==> src/hdl/ucode_pkg.sv <==
// Data and microinstruction types, field positions, state, kind, ALU and jump encodings
package ucode_pkg;

   ////////////////////
   // Widths
   localparam int DATA_W   = 32;                // Data path
   localparam int IR_W     = 32;                // Microinstruction
   localparam int A_ADDR_W = 4;                 // 16 A-memory words
   localparam int M_ADDR_W = 3;                 // 8 M-memory words

   typedef logic [DATA_W-1:0] data_t;
   typedef logic [IR_W-1:0]   uinst_t;          // All zeros is a no-op

   ////////////////////
   // Microinstruction fields
   localparam int HALT_BIT     = 31;
   localparam int KIND_HI      = 30;
   localparam int KIND_LO      = 29;
   localparam int FUNC_HI      = 28;            // ALU function or jump condition
   localparam int FUNC_LO      = 25;
   localparam int A_SRC_HI     = 24;
   localparam int A_SRC_LO     = 21;
   localparam int M_SRC_HI     = 20;
   localparam int M_SRC_LO     = 18;
   localparam int DEST_A_BIT   = 17;
   localparam int DEST_M_BIT   = 16;
   localparam int DEST_ADDR_HI = 15;            // M takes the low 3 bits
   localparam int DEST_ADDR_LO = 12;
   localparam int TARGET_HI    = 11;            // Jump target, low PC_W bits used
   localparam int TARGET_LO    = 0;
   localparam int ROT_HI       = 9;             // Left rotate count
   localparam int ROT_LO       = 5;
   localparam int MASK_W_HI    = 4;             // Mask width minus one
   localparam int MASK_W_LO    = 0;

   ////////////////////
   // Encodings
   typedef enum logic [4:0] {
      ST_RESET  = 5'b00000,                     // One cycle after reset only
      ST_DECODE = 5'b00001,
      ST_READ   = 5'b00010,
      ST_ALU    = 5'b00100,
      ST_WRITE  = 5'b01000,
      ST_FETCH  = 5'b10000
   } ucode_state_e;

   typedef enum logic [1:0] {
      K_ALU  = 2'd0,
      K_BYTE = 2'd1,
      K_JUMP = 2'd2
   } uinst_kind_e;

   typedef enum logic [3:0] {
      FN_PASS_A = 4'd0,
      FN_PASS_M = 4'd1,
      FN_ADD    = 4'd2,                         // A+M
      FN_SUB    = 4'd3,                         // A-M
      FN_AND    = 4'd4,
      FN_OR     = 4'd5,
      FN_XOR    = 4'd6,
      FN_INC_A  = 4'd7                          // Codes above give zero
   } alu_func_e;

   typedef enum logic [1:0] {
      JC_ALWAYS    = 2'd0,
      JC_EQUAL     = 2'd1,                      // A == M
      JC_LESS      = 2'd2,                      // A < M, signed
      JC_NOT_EQUAL = 2'd3
   } jump_cond_e;

endpackage
==> src/hdl/operand_read.sv <==
// A and M scratchpads, operand latches and L write-back with its external view
`timescale 1ns/1ps

module operand_read (
   input  logic                                  clk,
   input  logic                                  reset,
   input  logic                                  state_read,   // Latch operands
   input  logic                                  state_write,  // Write back L
   input  ucode_pkg::uinst_t                     ir,
   input  ucode_pkg::data_t                      l_data,
   output ucode_pkg::data_t                      a_op,
   output ucode_pkg::data_t                      m_op,
   output logic                                  wb_strobe,
   output logic                                  wb_a,
   output logic                                  wb_m,
   output logic [ucode_pkg::A_ADDR_W-1:0]        wb_addr,
   output ucode_pkg::data_t                      wb_data
);

   import ucode_pkg::*;

   data_t                 a_mem [2**A_ADDR_W];  // A scratchpad, 16 words
   data_t                 m_mem [2**M_ADDR_W];  // M scratchpad, 8 words
   uinst_kind_e           kind;
   logic [A_ADDR_W-1:0]   a_src;
   logic [M_ADDR_W-1:0]   m_src;
   logic [A_ADDR_W-1:0]   dst_addr;
   logic                  writes_l;             // ALU or BYTE kind

   assign kind     = uinst_kind_e'(ir[KIND_HI:KIND_LO]);
   assign a_src    = ir[A_SRC_HI:A_SRC_LO];
   assign m_src    = ir[M_SRC_HI:M_SRC_LO];
   assign dst_addr = ir[DEST_ADDR_HI:DEST_ADDR_LO];
   assign writes_l = (kind == K_ALU) || (kind == K_BYTE);

   ////////////////////
   // Write-back port
   assign wb_a      = ir[DEST_A_BIT];
   assign wb_m      = ir[DEST_M_BIT];
   assign wb_addr   = dst_addr;
   assign wb_data   = l_data;
   assign wb_strobe = state_write & writes_l & (wb_a | wb_m);

   always_ff @(posedge clk) begin
      if (reset) begin
         a_mem <= '{default: '0};               // Both pads read zero
         m_mem <= '{default: '0};
      end else if (wb_strobe) begin
         if (wb_a) a_mem[dst_addr] <= l_data;
         if (wb_m) m_mem[dst_addr[M_ADDR_W-1:0]] <= l_data;   // Low 3 bits
      end
   end

   // Operand latches
   always_ff @(posedge clk) begin
      if (state_read) begin
         a_op <= a_mem[a_src];
         m_op <= m_mem[m_src];
      end
   end

endmodule

==> config.mk <==
export PLATFORM = sky130hd
export DESIGN_NAME = operand_read
export DESIGN_NICKNAME = d
export VERILOG_FILES = /design/src/hdl/ucode_pkg.sv /design/src/hdl/operand_read.sv
export SDC_FILE = /design/constraint.sdc
export NUM_CORES = 2
export LEC_CHECK = 0
export ABC_CLOCK_PERIOD_IN_PS = 3900
export BUFFER_PORTS_ARGS = -buffer_cell sky130_fd_sc_hd__buf_2
export CORE_MARGIN = 8
export CORE_UTILIZATION = 30
export DETAILED_ROUTE_END_ITERATION = 8
export SLEW_MARGIN = 5
export SYNTH_ARGS = -nofsm -noshare
export SYNTH_HDL_FRONTEND = slang
export SYNTH_SLANG_ARGS = --single-unit
==> constraint.sdc <==
create_clock -name clk -period 3.9 [get_ports clk]
set_input_delay 0.195 -clock clk [delete_from_list [all_inputs] [get_ports clk]]
set_output_delay 0.195 -clock clk [all_outputs]
set_load 0.005 [all_outputs]
# [After elaboration in Yosys (flattened, before gate mapping)]
# Cells that the tools add are included.
[totals] regBits=832 in_bits=68
[op_classes] reduce_logical=6 eq_ne=1 bitwise=7 order_cmp=6 muxes=12
[op_table] op="$bwmux 512" n=1
[op_table] op="$bwmux 256" n=1
[op_table] op="$mux 32" n=6
[op_table] op="$bmux 32 s4" n=1
[op_table] op="$demux 32 s4" n=1
[op_table] op="$bmux 32 s3" n=1
[op_table] op="$demux 32 s3" n=1
[op_table] op="$ge 5x5->1 const B" n=2
[op_table] op="$not 4->5" n=2
[op_table] op="$ge 4x4->1 const B" n=2
[op_table] op="$not 3->4" n=2
[op_table] op="$lt 5x1->1 const B" n=1
[op_table] op="$lt 4x1->1 const B" n=1
[op_table] op="$reduce_and 2->1" n=2
[op_table] op="$and 1x1->1" n=2
[op_table] op="$eq 2x1->1 const B" n=1
[op_table] op="$logic_and 1x1->1" n=2
[op_table] op="$logic_not 2->1" n=1
[op_table] op="$logic_or 1x1->1" n=1
[op_table] op="$or 1x1->1" n=1

# [Logic depth before layout (Yosys ltp)]
[depth] word_depth=6 mapped_depth=7 ltp_nobuf=3

# [Least setup slack after synthesis]
# No wires, ideal clock.
[synth_timing] path_kind="in2reg" start="input ir[21]" end="register a_op[10] (data pin)" t_required_ns=3.641 arrival_time_ns=1.358 path_stages=5 slack_ns=2.283 n_path_buf=2 setup_ns=0.259 cell_sequence="buf_2 > buf_2 > mux4_2 > a22oi_1 > nand2_1"
[synth_via] elab_chain_len=4
[synth_lines] element="start, declared" line="operand_read.sv:9" source="input ucode_pkg::uinst_t ir,"
[synth_lines] element="$not 4->5 (not written as such)" line="operand_read.sv:57" source="a_op <= a_mem[a_src];"
[synth_lines] element="$bmux 32 s4" line="operand_read.sv:57"
[synth_lines] element="$mux 32 (not written as such) (2 in a row)" line="operand_read.sv:57"
[synth_lines] element="end signal, assigned" line="operand_read.sv:57"
[synth_lines] element="end, declared" line="operand_read.sv:11" source="output ucode_pkg::data_t a_op,"
# No other way between the ends. The select of a mux whose other input is x is not followed.
# A chain may end at the register's enable or synchronous reset.

# [Worst setup path in the final report]
[layout_timing] start="input ir[14]" end="register m_mem[208] in the netlist's numbering"
[layout_via] elab_chain_len=6 elab_cells_between_ends=7 classes_between="2 x order compare; 3 x mux; 1 x bitwise; 1 x reduce/logical"
[layout_lines] element="$not 3->4 (not written as such) *" line="operand_read.sv:50" source="if (wb_m) m_mem[dst_addr[M_ADDR_W-1:0]] <= l_data;"
[layout_lines] element="$ge 4x4->1 (not written as such) / $lt 4x1->1 (equally long branches)" line="operand_read.sv:50"
[layout_lines] element="$logic_and 1x1->1 (not written as such)" line="operand_read.sv:50"
[layout_lines] element="$mux 32 (not written as such)" line="operand_read.sv:50"
[layout_lines] element="$demux 32 s3 *" line="operand_read.sv:50"
[layout_lines] element="$bwmux 256 *" line="operand_read.sv:50"
[layout_lines] element="end signal, assigned by index" line="operand_read.sv:50"
[layout_lines] element="end, declared" line="operand_read.sv:23" source="data_t m_mem [2**M_ADDR_W];"
# Every way passes the cells marked *; elsewhere a longest branch is shown, timed or not.

==> flow_metrics.env <==
export IMPL_initial_core_util_pct=30.3
export IMPL_place_area_um2=38900
export IMPL_worstRegToRegCells=3
export IMPL_cts_htree_levels=3
export IMPL_worst_setup_path_type="in -> reg"
export IMPL_post_route_period_util_pct=47.9
export IMPL_post_drt_wl_per_cell_um=20.4
export IMPL_ios=171
export IMPL_synth_edf_count=64
export IMPL_cts_tree="done"
export IMPL_setup_tns_ns=0
export IMPL_cts_root_buf="clkbuf_16"
export IMPL_worst_pin_slew_ns=1.13
export IMPL_ys_ff_latch=832
export IMPL_first_pass_iters=7
export IMPL_crit_family="simple AND/OR/NAND/NOR gates"
export IMPL_hold_violations=0
export IMPL_coreArea_um2=124000
export IMPL_viasPerCell=5.06
export IMPL_grt_pass1_vias=26201
export IMPL_grt_pass1_wl_mm=160
export IMPL_p_comb_share_pct=6.0
export IMPL_synth_common_cells="dfxtp_1 (768), nand2b_1 (546), mux2i_1 (512), a21oi_1 (256), nand3_1 (256)"
export IMPL_whs_ns=0.108
export IMPL_cts_resized=0
export IMPL_fin_crit_ns=1.87
export IMPL_switching_share_pct=23.4
export IMPL_grt_ovfl_total=0
export IMPL_skew_ns=0.0226
export IMPL_netlist_area_um2=37500
export IMPL_rr_endpoint="a_op[7]"
export IMPL_yosys_area_top_type="dfxtp_1"
export IMPL_cellPowerDensity_nw_per_um2=431
export IMPL_place_gp_congestion=0.715
export IMPL_clkLatencyLatePin_ns=0.64
export IMPL_cp_end_kind="flip-flop"
export IMPL_grt_max_degree=117
export IMPL_postLayoutCellArea_um2=42100
export IMPL_path_max_fanout=67
export IMPL_seq_area_frac_synth_pct=46.1
export IMPL_status="finished clean"
export IMPL_clk_pin_slew_ns=0.06
export IMPL_slew_violations=0
export IMPL_cp_required_ns=4.40
export IMPL_slowest_stage="nand4bb_4"
export IMPL_synthTopCellsByArea="dfxtp_1 (41%), mux2i_1 (14%), mux4_2 (12%)"
export IMPL_slowest_delay_ns=0.90
export IMPL_ant_nets=0
export IMPL_hp_class="in -> reg"
export IMPL_reg2reg_slack_ns=2.28
export IMPL_vias=25626
export IMPL_io_buffers=152
export IMPL_intPower_mw=13.9
export IMPL_async_flop_share_pct=0
export IMPL_dieHeight_um=369
export IMPL_rsz0062_at_grt="no"
export IMPL_layout_nets=3422
export IMPL_setup_violations=0
export IMPL_switching_power_mw=4.24
export IMPL_postSynthCellCount=3469
export IMPL_min_to="m_op[23]"
export IMPL_slew_headroom_pct=24.6
export IMPL_die_x_um=369
export IMPL_cp_cell_sequence="buf_2 -> nand4bb_4 -> buf_4 -> o21ai_0 -> a21oi_1"
export IMPL_rows=129
export IMPL_regToRegStartpoint="a_mem[391]"
export IMPL_drive_gt1_share_pct=17.5
export IMPL_yosys_cell_count_top_type="dfxtp_1"
export IMPL_netlist_area_leader_share_pct=41.0
export IMPL_min_delay_start="state_read"
export IMPL_clock_sinks=832
export IMPL_die_area_um2=137000
export IMPL_cts_buffers=86
export IMPL_area_growth_syn_to_layout_pct=12.2
export IMPL_grtUsageTotal_pct=14.7
export IMPL_drv_cap=0
export IMPL_drtIter0Drc=2056
export IMPL_fin_util_pct=34.0
export IMPL_avgSynthCellArea_um2=10.8
export IMPL_clockBufferDepth=3
export IMPL_synth_cell_types=36
export IMPL_antenna_found_initial=2
export IMPL_critPathLaunchType="input pin"
export IMPL_syn_num_nets=3537
export IMPL_dp_hpwl_mm=59.5
export IMPL_postCtsSetupRepairBufs=0
export IMPL_power_leakage_nw=17.3
export IMPL_drt_wl_total_mm=103
export IMPL_min_path_cells=1
export IMPL_synth_top_flop_cell="dfxtp_1"
export IMPL_vdd_drop_max_mv=0.289
export IMPL_p_seq_share_pct=48.0
export IMPL_path_buf_inv=2
export IMPL_yosys_warnings=0
export IMPL_drc=0
export IMPL_worst_ep_arrival_time_ns=2.37
export IMPL_pwr_share_clk_pct=46.0
export IMPL_fmax_ghz=0.535
==> metal layers <==
| layer | track usage (%) | vias to the layer above | wire length (um) |
|---|---|---|---|
| li1 | - | 12008 | - |
| met1 | 19.8 | 12851 | 46700 |
| met2 | 24.4 | 639 | 49100 |
| met3 | 2.22 | 126 | 5050 |
| met4 | 4.19 | 2 | 2320 |
| met5 | 0 | - | 13 |
==> sequential cells by signal, indices dropped and copies added (netlist names) <==
name,count
m_mem,256
a_op,32
a_mem,512
m_op,32
==> stage by stage <==
step                      power, mW  std cells  setup slack (ns)
final                          18.1       5060              2.03
after global placement         9.95       4870              1.39
after floorplan                9.60       3469              2.28
after CTS                      18.3       5059              2.05
after global routing           18.7       5059              1.89
after detailed placement       9.95       4870              1.36
==> cells by family after synthesis <==
family	after synthesis	synth area share [%]
flip-flops	832	46.1
AND/OR/NAND/NOR	873	13.7
multiplexers	736	26.2
buffers and inverters	452	5.87
AO/OA/AOI/OAI	576	8.12
==> area by class of cell <==
type / count / area, um^2
antenna: 1 / 2.50
clock buffer: 125 / 2500
clock inverter: 31 / 332
fill: 12179 / 81700
multi-input combinational: 2185 / 18100
sequential: 832 / 17300
tap: 1637 / 2050
timing repair buffer: 249 / 1750
==> worst max path at each step <==
| stage | to | slack (ns) | cells after the start | start |
|---|---|---|---|---|
| finish | m_mem[208] | 2.03 | 5 | ir[14] |
| global route | a_mem[217] | 1.89 | 5 | reset |
| CTS | a_mem[337] | 2.05 | 5 | ir[12] |
| detailed placement | a_mem[333] | 1.36 | 5 | ir[12] |
| global placement | a_mem[338] | 1.39 | 5 | ir[12] |
| floorplan | a_op[10] | 2.28 | 5 | ir[21] |
==> what timing repair did <==
action                                  4_1_cts  5_1_grt
hold buffers                                 33        0
endpoints found under the setup margin        0        0
endpoints found under the hold margin       256        0
==> power by group through the flow <==
stage | sequential [mW] | clock [mW] | combinational (mW)
after floorplan | 8.88 | 0 | 0.719
after detailed placement | 8.89 | 0 | 1.06
after global routing | 8.70 | 8.90 | 1.15
after global placement | 8.89 | 0 | 1.06
final | 8.70 | 8.34 | 1.09
after CTS | 8.70 | 8.55 | 1.09
==> cells in the final DEF, fill, tap and decap left out, drive strengths merged <==
cell	count
mux2i	512
clkbuf	126
inv	3
nand2	39
nand3	264
nor2b	3
bufinv	6
edfxtp	64
a22oi	64
nand4bb	1
and4b	2
nand3b	2
nor3	1
a21oi	256
buf	215
and2	4
mux2	32
o21ai	256
nand2b	546
and4bb	2
nor2	3
or2	1
diode	1
nor3b	3
nand4b	1
mux4	192
dfxtp	768
dlygate4sd3	33
and2b	1
clkinv	22
No activity file was read; power rests on OpenSTA's default activity.
