===== src/hdl/ucode_pkg.sv =====
// Data and microinstruction types, field positions, state, kind, ALU and jump encodings
package ucode_pkg;

   ////////////////////
   // Widths
   localparam int DATA_W   = 32;                // Data path
   localparam int IR_W     = 32;                // Microinstruction
   localparam int A_ADDR_W = 4;                 // 16 A-memory words
   localparam int M_ADDR_W = 3;                 // 8 M-memory words

   typedef logic [DATA_W-1:0] data_t;
   typedef logic [IR_W-1:0]   uinst_t;          // All zeros is a no-op

   ////////////////////
   // Microinstruction fields
   localparam int HALT_BIT     = 31;
   localparam int KIND_HI      = 30;
   localparam int KIND_LO      = 29;
   localparam int FUNC_HI      = 28;            // ALU function or jump condition
   localparam int FUNC_LO      = 25;
   localparam int A_SRC_HI     = 24;
   localparam int A_SRC_LO     = 21;
   localparam int M_SRC_HI     = 20;
   localparam int M_SRC_LO     = 18;
   localparam int DEST_A_BIT   = 17;
   localparam int DEST_M_BIT   = 16;
   localparam int DEST_ADDR_HI = 15;            // M takes the low 3 bits
   localparam int DEST_ADDR_LO = 12;
   localparam int TARGET_HI    = 11;            // Jump target, low PC_W bits used
   localparam int TARGET_LO    = 0;
   localparam int ROT_HI       = 9;             // Left rotate count
   localparam int ROT_LO       = 5;
   localparam int MASK_W_HI    = 4;             // Mask width minus one
   localparam int MASK_W_LO    = 0;

   ////////////////////
   // Encodings
   typedef enum logic [4:0] {
      ST_RESET  = 5'b00000,                     // One cycle after reset only
      ST_DECODE = 5'b00001,
      ST_READ   = 5'b00010,
      ST_ALU    = 5'b00100,
      ST_WRITE  = 5'b01000,
      ST_FETCH  = 5'b10000
   } ucode_state_e;

   typedef enum logic [1:0] {
      K_ALU  = 2'd0,
      K_BYTE = 2'd1,
      K_JUMP = 2'd2
   } uinst_kind_e;

   typedef enum logic [3:0] {
      FN_PASS_A = 4'd0,
      FN_PASS_M = 4'd1,
      FN_ADD    = 4'd2,                         // A+M
      FN_SUB    = 4'd3,                         // A-M
      FN_AND    = 4'd4,
      FN_OR     = 4'd5,
      FN_XOR    = 4'd6,
      FN_INC_A  = 4'd7                          // Codes above give zero
   } alu_func_e;

   typedef enum logic [1:0] {
      JC_ALWAYS    = 2'd0,
      JC_EQUAL     = 2'd1,                      // A == M
      JC_LESS      = 2'd2,                      // A < M, signed
      JC_NOT_EQUAL = 2'd3
   } jump_cond_e;

endpackage

===== src/hdl/useq.sv =====
// Microcode sequencer with one-hot state, program counter, next address and halt flag
`timescale 1ns/1ps

module useq #(
   parameter int PC_W = 8
) (
   input  logic                clk,
   input  logic                reset,
   input  logic                run,             // Level that holds machine in decode
   input  ucode_pkg::uinst_t   ir,
   input  logic                jump_taken,      // Registered at ALU
   output logic                state_read,
   output logic                state_alu,
   output logic                state_write,
   output logic                state_fetch,
   output logic [PC_W-1:0]     pc,              // Address of instruction in IR
   output logic [PC_W-1:0]     fetch_addr,
   output logic                halted
);

   import ucode_pkg::*;

   ucode_state_e                   state;
   ucode_state_e                   next_state;
   logic                           machrun;    // Run and not halted
   logic                           halt_inst;
   logic [TARGET_HI-TARGET_LO:0]   target;

   assign state_read   = state[1];
   assign state_alu    = state[2];
   assign state_write  = state[3];
   assign state_fetch  = state[4];

   assign machrun   = run & ~halted;
   assign halt_inst = ir[HALT_BIT];
   assign target    = ir[TARGET_HI:TARGET_LO];

   ////////////////////
   // State sequence
   always_comb begin
      next_state = ST_DECODE;
      unique case (state)
         ST_RESET:  next_state = ST_DECODE;
         ST_DECODE: next_state = machrun ? ST_READ : ST_DECODE;
         ST_READ:   next_state = ST_ALU;
         ST_ALU:    next_state = ST_WRITE;
         ST_WRITE:  next_state = halt_inst ? ST_DECODE : ST_FETCH;   // Halt skips fetch
         ST_FETCH:  next_state = ST_DECODE;
         default:   next_state = ST_DECODE;
      endcase
   end

   always_ff @(posedge clk) begin
      if (reset) begin
         state <= ST_RESET;
      end else begin
         state <= next_state;
      end
   end

   ////////////////////
   // Next address and PC
   assign fetch_addr = jump_taken ? target[PC_W-1:0] : pc + 1'b1;    // Wraps

   always_ff @(posedge clk) begin
      if (reset) begin
         pc <= '1;                              // First fetch is address 0
      end else if (state_fetch) begin
         pc <= fetch_addr;
      end
   end

   // Sticky halt flag cleared only by reset
   always_ff @(posedge clk) begin
      if (reset) begin
         halted <= 1'b0;
      end else if (state_write && halt_inst) begin
         halted <= 1'b1;
      end
   end

endmodule


===== config.mk =====
export PLATFORM = sky130hd
export DESIGN_NAME = useq
export DESIGN_NICKNAME = d
export VERILOG_FILES = /design/src/hdl/ucode_pkg.sv /design/src/hdl/useq.sv
export SDC_FILE = /design/constraint.sdc
export NUM_CORES = 1
export LEC_CHECK = 0
export BUFFER_PORTS_ARGS = -buffer_cell sky130_fd_sc_hd__buf_2
export CAP_MARGIN = 0
export CORE_MARGIN = 3
export CORE_UTILIZATION = 40
export DETAILED_ROUTE_END_ITERATION = 8
export PLACE_DENSITY = 0.78
export SYNTH_ARGS = -nofsm -noshare
export SYNTH_HDL_FRONTEND = slang
export SYNTH_SLANG_ARGS = --single-unit

===== constraint.sdc =====
create_clock -name clk -period 1.8 [get_ports clk]
set_clock_uncertainty 0.1 [all_clocks]
set_input_delay 0.36 -clock clk [delete_from_list [all_inputs] [get_ports clk]]
set_output_delay 0.36 -clock clk [all_outputs]
set_load 0.01 [all_outputs]

# --- After elaboration in Yosys (flattened, before gate mapping) ---
# Cells that the tools add are included.
classes:
  add_sub_neg: 1
  eq_ne: 4
  mux: 4
  bitwise: 2
  reduce_logical: 1
ops:
  columns: ["op", "count"]
  rows:
  - ["one-hot mux 5 bit (4 select lines)", 1]
  - ["adder 8 x 1 -> 8 bit (second input constant)", 1]
  - ["2-to-1 mux 8 bit", 1]
  - ["== test 5 x 1 -> 1 bit (second input constant)", 1]
  - ["== test 5 x 2 -> 1 bit (second input constant)", 1]
  - ["== test 5 x 3 -> 1 bit (second input constant)", 1]
  - ["== test 5 x 4 -> 1 bit (second input constant)", 1]
  - ["2-to-1 mux 5 bit", 1]
  - ["2-to-1 mux 2 bit", 1]
  - ["bitwise AND 1 bit", 1]
  - ["logical AND 1 bit", 1]
  - ["inverter 1 bit", 1]
word_totals:
  ff_bits: 14
  elab_cells: 15

# --- Longest topological paths before layout ---
# Gate-level depths: netlist (run 1).
logic_depth:
  depth_word: 4
  mapped_depth: 5
  ltp_nobuf: 5

# --- Worst setup path after synthesis (run 1) ---
# OpenSTA, ideal clock, no wires.
synth_timing:
  kind: "register -> output"
  from: "register pc[2]"
  to: "output fetch_addr[7]"
  t_arrival_ns: 1.304
  t_required_ns: 1.340
  slack_ns: 0.036
  path_stages_with_launch: 6
  path_buffers: 1
  cell_sequence: "dfxtp_1 -> and3_1 -> buf_6 -> and3_4 -> nor3_2 -> a221oi_1"
synth_between:
  elab_chain_len: 2
synth_lines:
  columns: ["element", "line_no", "source"]
  rows:
  - ["start: declaration", "useq.sv:16", "output logic [PC_W-1:0] pc,"]
  - ["start signal: assignment", "useq.sv:69", "pc <= fetch_addr;"]
  - ["adder 8 x 1 -> 8 bit", "useq.sv:63", "assign fetch_addr = jump_taken ? target[PC_W-1:0] : pc + 1'b1;"]
  - ["2-to-1 mux 8 bit", "useq.sv:63", null]
  - ["end: declaration", "useq.sv:17", "output logic [PC_W-1:0] fetch_addr,"]
# Every way passes these cells.

# --- Worst setup path in the final report (run 1) ---
layout_timing:
  from: "register pc[0]"
  to: "output fetch_addr[7]"
# The elaborated chain is that of the path after synthesis.

==> metrics.cfg, run 1 <==
[status]
outcome=finished with violations
failed_checks=negative setup slack

[detailed_routing]
wirelength_um=2410
vias_per_cell=5.33
drc_errors=0
wire_per_inst_um=13.9
drtIter0Drc=26
dr.pass1.iters=4
final_antenna_net_count=0
vias=928

[power]
internal-power_mw=0.490
power.total_mw=0.670
p_leak_nw=0.548
netSwitchingPower_mw=0.180
power_frac_comb_pct=16.4
switching_share_pct=26.8
seq_power_share_pct=48.7
ir_drop_uv=464
p_clk_share_pct=34.9
powerDensity_mw_per_mm2=556

[cells_and_area]
design_area_sq_mm=0.00120
nets=185
layout_commonest_cell=buf_2
final_core_util_pct=60.2
layout_common_cells=buf_2 (33), buf_4 (11), dfxtp_1 (10), nor2_1 (9), a21oi_1 (8)
final_cells=174
drive_above_1_share_pct=43.5
area_growth_pct=39.6
n_antenna_cell=0

[timing]
fin_ws_ps=-145
rsz0062_at_grt=yes
setup_viol=5
finalCritPeriodShare_pct=108
fin_tns_setup_ps=-413
fin_crit_ps=1950
slew-limit-headroom_pct=62.6
tightest_slew_ps=560
hold_violations=0
slew_violations=0
holdWs_ps=217
max_freq_mhz=514

[min_path]
hold_class=in2reg
min_to=state[1]
hold_depth=3
min-delay-start=run

[critical_path]
crit_required_ps=1340
worstSetupPathType=reg2out
crit_family=simple AND/OR/NAND/NOR gates
reg2reg_from=state[4]
rr_worst_depth=2
cp-end-kind=output port
crit_buf_inv=1
crit_path_frequent_cell=and3_4
r2r_setup_slack_ps=360
cp.arrival_ps=1490
crit_chain=and3_4, and3_4, nor3_4, a221oi_2, buf_2
r2r-end=state[3]
critPathLaunchType=flip-flop
worstPathMaxFanout=4
slowest_stage=dfxtp_4
critical-path-max-stage-delay_ps=380

[synth]
ys_ff_latch=14
async_flop_share_pct=0
syn_area_sq_um=863
avgSynthCellArea_sq_um=8.22
syn_nets=142
yosysTopAreaCellShare_pct=32.5
yosys-top-cells-area=dfxtp_1 (32%), a21oi_1 (4.6%), o21ai_0 (4.6%)
yosysWarningCount=0
synthCells=105
synth_top_cell_by_area=dfxtp_1
yosysSeqAreaShare_pct=32.5
ys.flop_type=dfxtp_1
yosysUniqueCellTypes=35
synth_edf_count=0

[floorplan]
die_area_sq_mm=0.00275
io_pins=57
dieWidth_um=52.5
core_sq_mm=0.00200
initial_core_util_pct=43.1
die_h_um=52.5
rows=16

[place]
place_inst=164
place_area_sq_mm=0.00105
pre_cts_slack_ps=57.0
io_buffers=33
place.gp.congestion=0.798
detailed_place_hpwl_um=1520

[global_route]
grt_util_all_layers_pct=18.0
antenna_found_initial=0
grt_max_degree=21
grt_remaining_overflow=0
grt_pass1_vias=870
grt_pass1_wl_um=3680

[clock_network]
clkSinkCount=14
path_clk_slew_ps=90
cts-root-buf=clkbuf_4
htreeDepth=1
clk_latency_ps=290
clockBufferDepth=2
numCtsBuffers=3
cts_tree=yes

[job]
max_cap_viol_count=0

worst max path at each step:
stage	startpoint	endpoint	slack, ps	depth (start not counted)
after floorplan	pc[2]	fetch_addr[7]	40	5
after global placement	pc[0]	fetch_addr[7]	70	5
after detailed placement	pc[0]	fetch_addr[6]	60	5
after CTS	pc[1]	fetch_addr[7]	-120	5
after global routing	pc[0]	fetch_addr[7]	-200	5
final	pc[0]	fetch_addr[7]	-150	5
Yosys cell counts, types with 2 or more instances:
cell	count
nand2_1	7
nor3_1	6
and3_1	2
mux2i_1	3
nand3_1	3
o21ai_0	8
buf_4	3
nor2_1	10
nor2b_1	2
xor2_1	3
and4b_1	2
o21a_1	3
nand4_1	3
xnor2_1	2
a21oi_1	8
nand2b_1	3
inv_1	3
nand3b_1	4
dfxtp_1	14
worst reg2reg max path: cells and delay by family (launching register included):
kind	cells	cell delay, ps
flip-flops	1	490
AND/OR/NAND/NOR	2	760
cell families (layout without fill, tap and decap cells):
logic type | Yosys count | after routing | share of synthesized area, %
AND/OR/NAND/NOR | 47 | 47 | 31.9
AO/OA/AOI/OAI | 25 | 25 | 17.7
buffers and inverters | 9 | 51 | 6.67
adder cells (fa/ha/maj) | 1 | 1 | 1.45
flip-flops | 14 | 14 | 32.5
multiplexers | 4 | 4 | 4.78
XOR/XNOR | 5 | 5 | 5.07
layout make-up:
cell class,count,area [sq um]
inverters,3,11.3
well taps,27,33.8
repair buffers,44,248
flip-flops and latches,14,290
fillers,206,797
multi-input cells,82,586
clock buffers,4,36.3
what timing repair did:
item	CTS	global route
pin swaps	5	6
buffers inserted	5	1
gates resized for setup	13	6
hold buffers	0	0
endpoints found under the setup margin	7	6
metal layers:
layer	up-vias	share of wire, %	GRT usage (%)
met5	-	0	0
met4	0	0.54	5.53
met3	2	7.7	5.41
met2	46	51	31.4
met1	420	41	20.7
li1	460	-	-
power by group through the flow:
stage | logic [mW] | registers (mW) | clock network [mW]
2_1_floorplan | 0.0637 | 0.335 | 0
3_3_place_gp | 0.0977 | 0.336 | 0
3_5_place_dp | 0.101 | 0.336 | 0
4_1_cts | 0.107 | 0.326 | 0.232
5_1_grt | 0.121 | 0.328 | 0.254
6_report | 0.110 | 0.326 | 0.234
flip-flops by register name (all words and copies together) (netlist names):
name    count
pc          8
state       5
halted      1
(Power assumes the default switching activity.)
==> run 2: changes to the inputs <==
--- a/config.mk
+++ b/config.mk
@@ -11,6 +11,7 @@
 export CORE_UTILIZATION = 40
 export DETAILED_ROUTE_END_ITERATION = 8
 export PLACE_DENSITY = 0.78
+export SETUP_SLACK_MARGIN = 0.2
 export SYNTH_ARGS = -nofsm -noshare
 export SYNTH_HDL_FRONTEND = slang
 export SYNTH_SLANG_ARGS = --single-unit
==> metrics.cfg, run 2 (same netlist as run 1, synthesis figures left out) <==
[power]
p_leak_nw=0.557  ; +1.7%
switching_share_pct=26.0  ; -0.82 points
p_clk_share_pct=33.9  ; -1.0 points
ir_drop_uv=416  ; -10%
seq_power_share_pct=48.5  ; -0.2 points
power_frac_comb_pct=17.6  ; +1.2 points
powerDensity_mw_per_mm2=546  ; -1.8%
internal-power_mw=0.494  ; +0.83%
netSwitchingPower_mw=0.174  ; -3.3%

[clock_network]
cts-root-buf=clkbuf_4
clkSinkCount=14  ; unchanged
clockBufferDepth=2  ; unchanged
numCtsBuffers=3  ; unchanged
htreeDepth=1  ; unchanged
clk_latency_ps=280  ; about the same
cts_tree=yes
path_clk_slew_ps=90  ; about the same

[critical_path]
cp.arrival_ps=1470  ; -20 ps
path_depth=5  ; unchanged
r2r_setup_slack_ps=320  ; -40 ps
worstSetupPathType=reg2out
critPathLaunchType=flip-flop
crit_buf_inv=1  ; unchanged
crit_chain=and3_4, and3_4, nor3_4, a221oi_2, buf_2
cp-end-kind=output port
crit_family=simple AND/OR/NAND/NOR gates
critical-path-max-stage-delay_ps=370  ; about the same
rr_worst_depth=7  ; +5
crit_path_frequent_cell=and3_4
slowest_stage=dfxtp_4
crit_required_ps=1340  ; about the same
worstPathMaxFanout=4  ; unchanged

[floorplan]
dieWidth_um=52.5  ; unchanged
io_pins=57  ; unchanged
die_h_um=52.5  ; unchanged
core_sq_mm=0.00200  ; unchanged
die_area_sq_mm=0.00275  ; unchanged
initial_core_util_pct=43.1  ; unchanged
rows=16  ; unchanged

[cells_and_area]
design_area_sq_mm=0.00122  ; +1.6%
reg_top3=pc: 8 flops, state: 5 flops, halted: 1 flops
layout_commonest_cell=buf_2
area_growth_pct=41.7
largest_register_ffs=8  ; unchanged
layout_common_cells=buf_2 (31), buf_4 (13), nor2_1 (10)
fill_cells=175  ; -15%
drive_above_1_share_pct=45.9  ; +2.4 points
n_antenna_cell=0  ; unchanged
nets=186  ; +0.54%
largest-register=pc

[status]
failed_checks=negative setup slack
outcome=finished with violations

[global_route]
antenna_found_initial=0  ; unchanged
grt_remaining_overflow=0  ; unchanged
grt_util_all_layers_pct=17.1  ; -0.81 points
grt_pass1_wl_um=3580  ; -2.6%
grt_max_degree=21  ; unchanged
grt_pass1_vias=828  ; -4.8%

[timing]
max_freq_mhz=517  ; +0.59%
rsz0062_at_grt=yes
holdWs_ps=237  ; +20.3 ps
slew-limit-headroom_pct=75.0  ; +12 points
setup_viol=5  ; unchanged
fin_ws_ps=-134  ; +11.4 ps
hold_violations=0  ; unchanged
fin_crit_ps=1930  ; -11.4 ps
tightest_slew_ps=372  ; -188 ps
finalCritPeriodShare_pct=107  ; -0.64 points
slew_violations=0  ; unchanged

[job]
max_cap_viol_count=0  ; unchanged

[place]
io_buffers=33  ; unchanged
place.gp.congestion=0.813  ; +2.0%
place_area_sq_mm=0.00106  ; +1.1%
detailed_place_hpwl_um=1610  ; +5.7%

[detailed_routing]
wire_per_inst_um=13.3  ; -4.2%
drtIter0Drc=9  ; -65%
vias=956  ; +3.0%
wirelength_um=2320  ; -3.6%
drc_errors=0  ; unchanged
dr.pass1.iters=4  ; unchanged
vias_per_cell=5.46  ; +2.4%
final_antenna_net_count=0  ; unchanged

[min_path]
hold_depth=3  ; unchanged
hold_class=in2reg

-- run 2: cell types whose count changed in the layout (fill, tap and decap cells not counted), moves of 2 or more --
| cell | before | now |
|---|---|---|
| dfxtp_2 | 2 | 4 |
| dfxtp_1 | 10 | 7 |
| buf_4 | 11 | 13 |
| buf_2 | 33 | 31 |
-- run 2: metal layers --
metal / routed length, um / track usage [%] / vias up
met5: 0 / 0 / -
met4: 27 / 6.81 / 0
met3: 171 / 4.27 / 6
met2: 1140 / 29.8 / 45
met1: 986 / 19.9 / 443
li1: - / - / 462
-- run 2: final timing paths --
kind	to	start
max	fetch_addr[7]	pc[0]
min	state[1]	run
max reg2reg	pc[2]	pc[0]
min reg2reg	halted	halted
-- run 2: power by group through the flow --
stage               registers [mW]  logic (mW)  clock network [mW]
floorplan                    0.335      0.0669                   0
global placement             0.336      0.0995                   0
detailed placement           0.336       0.103                   0
CTS                          0.326       0.111               0.234
global route                 0.327       0.129               0.250
finish                       0.324       0.117               0.226
-- run 2: metrics by stage --
step	TNS [ps]	util [%]	total power, mW	cells	worst slack [ps]
2_1_floorplan	0	-	0.402	105	205
3_3_place_gp	0	53.2	0.435	163	127
3_5_place_dp	0	53.2	0.439	163	84.7
4_1_cts	-494	58.3	0.671	171	-133
5_1_grt	-821	61.1	0.706	175	-186
6_report	-413	61.1	0.668	175	-134
-- run 2: cell type report --
type	count	area (sq um)	area share, %
timing repair buffer	45	264	21.6
clock buffer	4	36.3	2.97
tap	27	33.8	2.76
multi-input combinational	82	582	47.5
sequential	14	297	24.2
inverter	3	11.3	0.920
-- run 2: worst reg2reg max path: cells and delay by family, from the launching register on --
family          cells  cell delay, ps
buf+inv             2             250
flops               1             370
simple gates        1              80
mux                 1             180
fa+ha+maj           1             170
xor+xnor            1             140
compound gates      1              80
-- run 2: repair_timing --
item	CTS	global route
gates cloned	0	0
setup endpoints to repair	9	8
gates resized for setup	13	5
hold buffers	0	0
setup buffers	4	4
pin swaps	3	4
==> run 3: changes to the inputs <==
--- a/config.mk
+++ b/config.mk
@@ -9,9 +9,11 @@
 export CAP_MARGIN = 0
 export CORE_MARGIN = 3
 export CORE_UTILIZATION = 40
+export CTS_BUF_LIST = sky130_fd_sc_hd__clkbuf_4
 export DETAILED_ROUTE_END_ITERATION = 8
 export PLACE_DENSITY = 0.78
 export SETUP_SLACK_MARGIN = 0.2
+export SKIP_LAST_GASP = 1
 export SYNTH_ARGS = -nofsm -noshare
 export SYNTH_HDL_FRONTEND = slang
 export SYNTH_SLANG_ARGS = --single-unit
==> metrics.cfg, run 3 (same netlist as run 1, synthesis figures left out) <==
[cells_and_area]
n_antenna_cell=0  ; unchanged
largest_register_ffs=8  ; unchanged
largest-register=pc
reg_top3=pc: 8 flops, state: 5 flops, halted: 1 flops
design_area_sq_mm=0.00121  ; -1.4%
layout_commonest_cell=buf_2
seqCellArea_sq_um=297  ; unchanged
layout_common_cells=buf_2 (31), buf_4 (12), nor2_1 (10)
final_cells=174  ; -0.57%
drive_above_1_share_pct=45.6  ; -0.37 points
multi_input_area_sq_um=582  ; unchanged
fill_cells=184  ; +5.1%
area_growth_pct=39.7
nets=185  ; -0.54%

[critical_path]
critPathLaunchType=flip-flop
crit_start=pc[2]
cp.arrival_ps=1470  ; about the same
crit_chain=and3_4, and3_4, nor3_4, a221oi_2, buf_2
critical-path-max-stage-delay_ps=380  ; about the same
crit_family=simple AND/OR/NAND/NOR gates
reg2reg_from=pc[4]
cp-end-kind=output port
slowest_stage=dfxtp_4
crit_required_ps=1340  ; about the same
crit_path_frequent_cell=and3_4
worstPathMaxFanout=6  ; +2
worstSetupPathType=reg2out
crit_buf_inv=1  ; unchanged

[floorplan]
initial_core_util_pct=43.1  ; unchanged
die_area_sq_mm=0.00275  ; unchanged
dieWidth_um=52.5  ; unchanged
core_sq_mm=0.00200  ; unchanged
die_h_um=52.5  ; unchanged
io_pins=57  ; unchanged
rows=16  ; unchanged

[detailed_routing]
vias_per_cell=5.33  ; -2.4%
wirelength_um=2330  ; +0.30%
top_layer=met4
dr.pass1.iters=4  ; unchanged
vias=928  ; -2.9%
met1Wirelength_um=977  ; -0.91%
final_antenna_net_count=0  ; unchanged
wire_per_inst_um=13.4  ; +0.88%
wl_met3_um=155  ; -9.4%
drc_errors=0  ; unchanged
met2_length_um=1160  ; +2.3%
drtIter0Drc=16  ; +7

[global_route]
grt_remaining_overflow=0  ; unchanged
grt_pass1_vias=840  ; +1.4%
grt_util_all_layers_pct=17.8  ; +0.66 points
antenna_found_initial=0  ; unchanged
grt_pass1_wl_um=3670  ; +2.5%
grt_max_degree=21  ; unchanged

[timing]
fin_ws_ps=-135  ; -0.785 ps
finalCritPeriodShare_pct=107  ; about the same
slew-limit-headroom_pct=74.4  ; -0.65 points
slew_violations=0  ; unchanged
fin_crit_ps=1930  ; +0.785 ps
tightest_slew_ps=381  ; +9.66 ps
max_freq_mhz=517  ; about the same
rsz0062_at_grt=yes
setup_viol=5  ; unchanged
hold_violations=0  ; unchanged

[clock_network]
clk_latency_ps=280  ; about the same
cts_tree=yes
path_clk_slew_ps=90  ; about the same
htreeDepth=1  ; unchanged
clockBufferDepth=2  ; unchanged
clkSinkCount=14  ; unchanged
hold_buffers=0  ; unchanged
numCtsBuffers=3  ; unchanged
cts-root-buf=clkbuf_4

[place]
detailed_place_hpwl_um=1610  ; unchanged
place.gp.congestion=0.813  ; unchanged
place_area_sq_mm=0.00106  ; unchanged
pre_cts_slack_ps=84.7  ; unchanged
io_buffers=33  ; unchanged
place_inst=163  ; unchanged

[power]
powerDensity_mw_per_mm2=518  ; -5.2%
p_leak_nw=0.547  ; -1.8%
ir_drop_uv=417  ; +0.23%

[job]
max_cap_viol_count=0  ; unchanged

[status]
failed_checks=negative setup slack
outcome=finished with violations

[min_path]
min-delay-start=run
hold_class=in2reg

run 3: worst paths after layout:
kind / endpoint / slack [ps] / cells after the start
max reg2reg: pc[6] / 350 / 6
min reg2reg: halted / 400 / 2
max: fetch_addr[7] / -130 / 5
min: state[1] / 240 / 3
run 3: worst reg2reg max path, delay by kind of cell, from the launching register on:
family	cells	cell delay [ps]
buf+inv	2	290
compound gates	2	150
flops	1	340
simple gates	2	440
run 3: stage by stage:
stage	hold slack, ps	util [%]	setup TNS [ps]	total power [mW]
after floorplan	380	-	0	0.402
after global placement	370	53.2	0	0.435
final	237	60.3	-448	0.624
after CTS	235	57.8	-470	0.626
after detailed placement	366	53.2	0	0.439
after global routing	256	60.3	-859	0.658
run 3: where the power goes:
| group | switching [mW] | total, mW | internal [mW] | leakage [nW] |
|---|---|---|---|---|
| combinational | 0.0588 | 0.117 | 0.0578 | 0.420 |
| clock | 0.103 | 0.184 | 0.0804 | 0.0154 |
| sequential | 0.0111 | 0.324 | 0.313 | 0.112 |
run 3: cell type report:
cell class | instances | share of cell area, %
multi-input cells | 82 | 48.2
clock inverters | 1 | 0.311
clock buffers | 3 | 1.87
inverters | 3 | 0.934
well taps | 27 | 2.80
flip-flops and latches | 14 | 24.6
repair buffers | 44 | 21.3
run 3: layer usage:
metal  vias to the layer above  GRT usage [%]
li1                        461              -
met1                       431           19.0
met2                        32           32.0
met3                         4           4.27
met4                         0           8.94
met5                         -              0
run 3: timing repair:
item	4_1_cts	5_1_grt
pin swaps	3	2
setup buffers	4	3
gates resized for setup	13	5
endpoints found under the setup margin	9	9
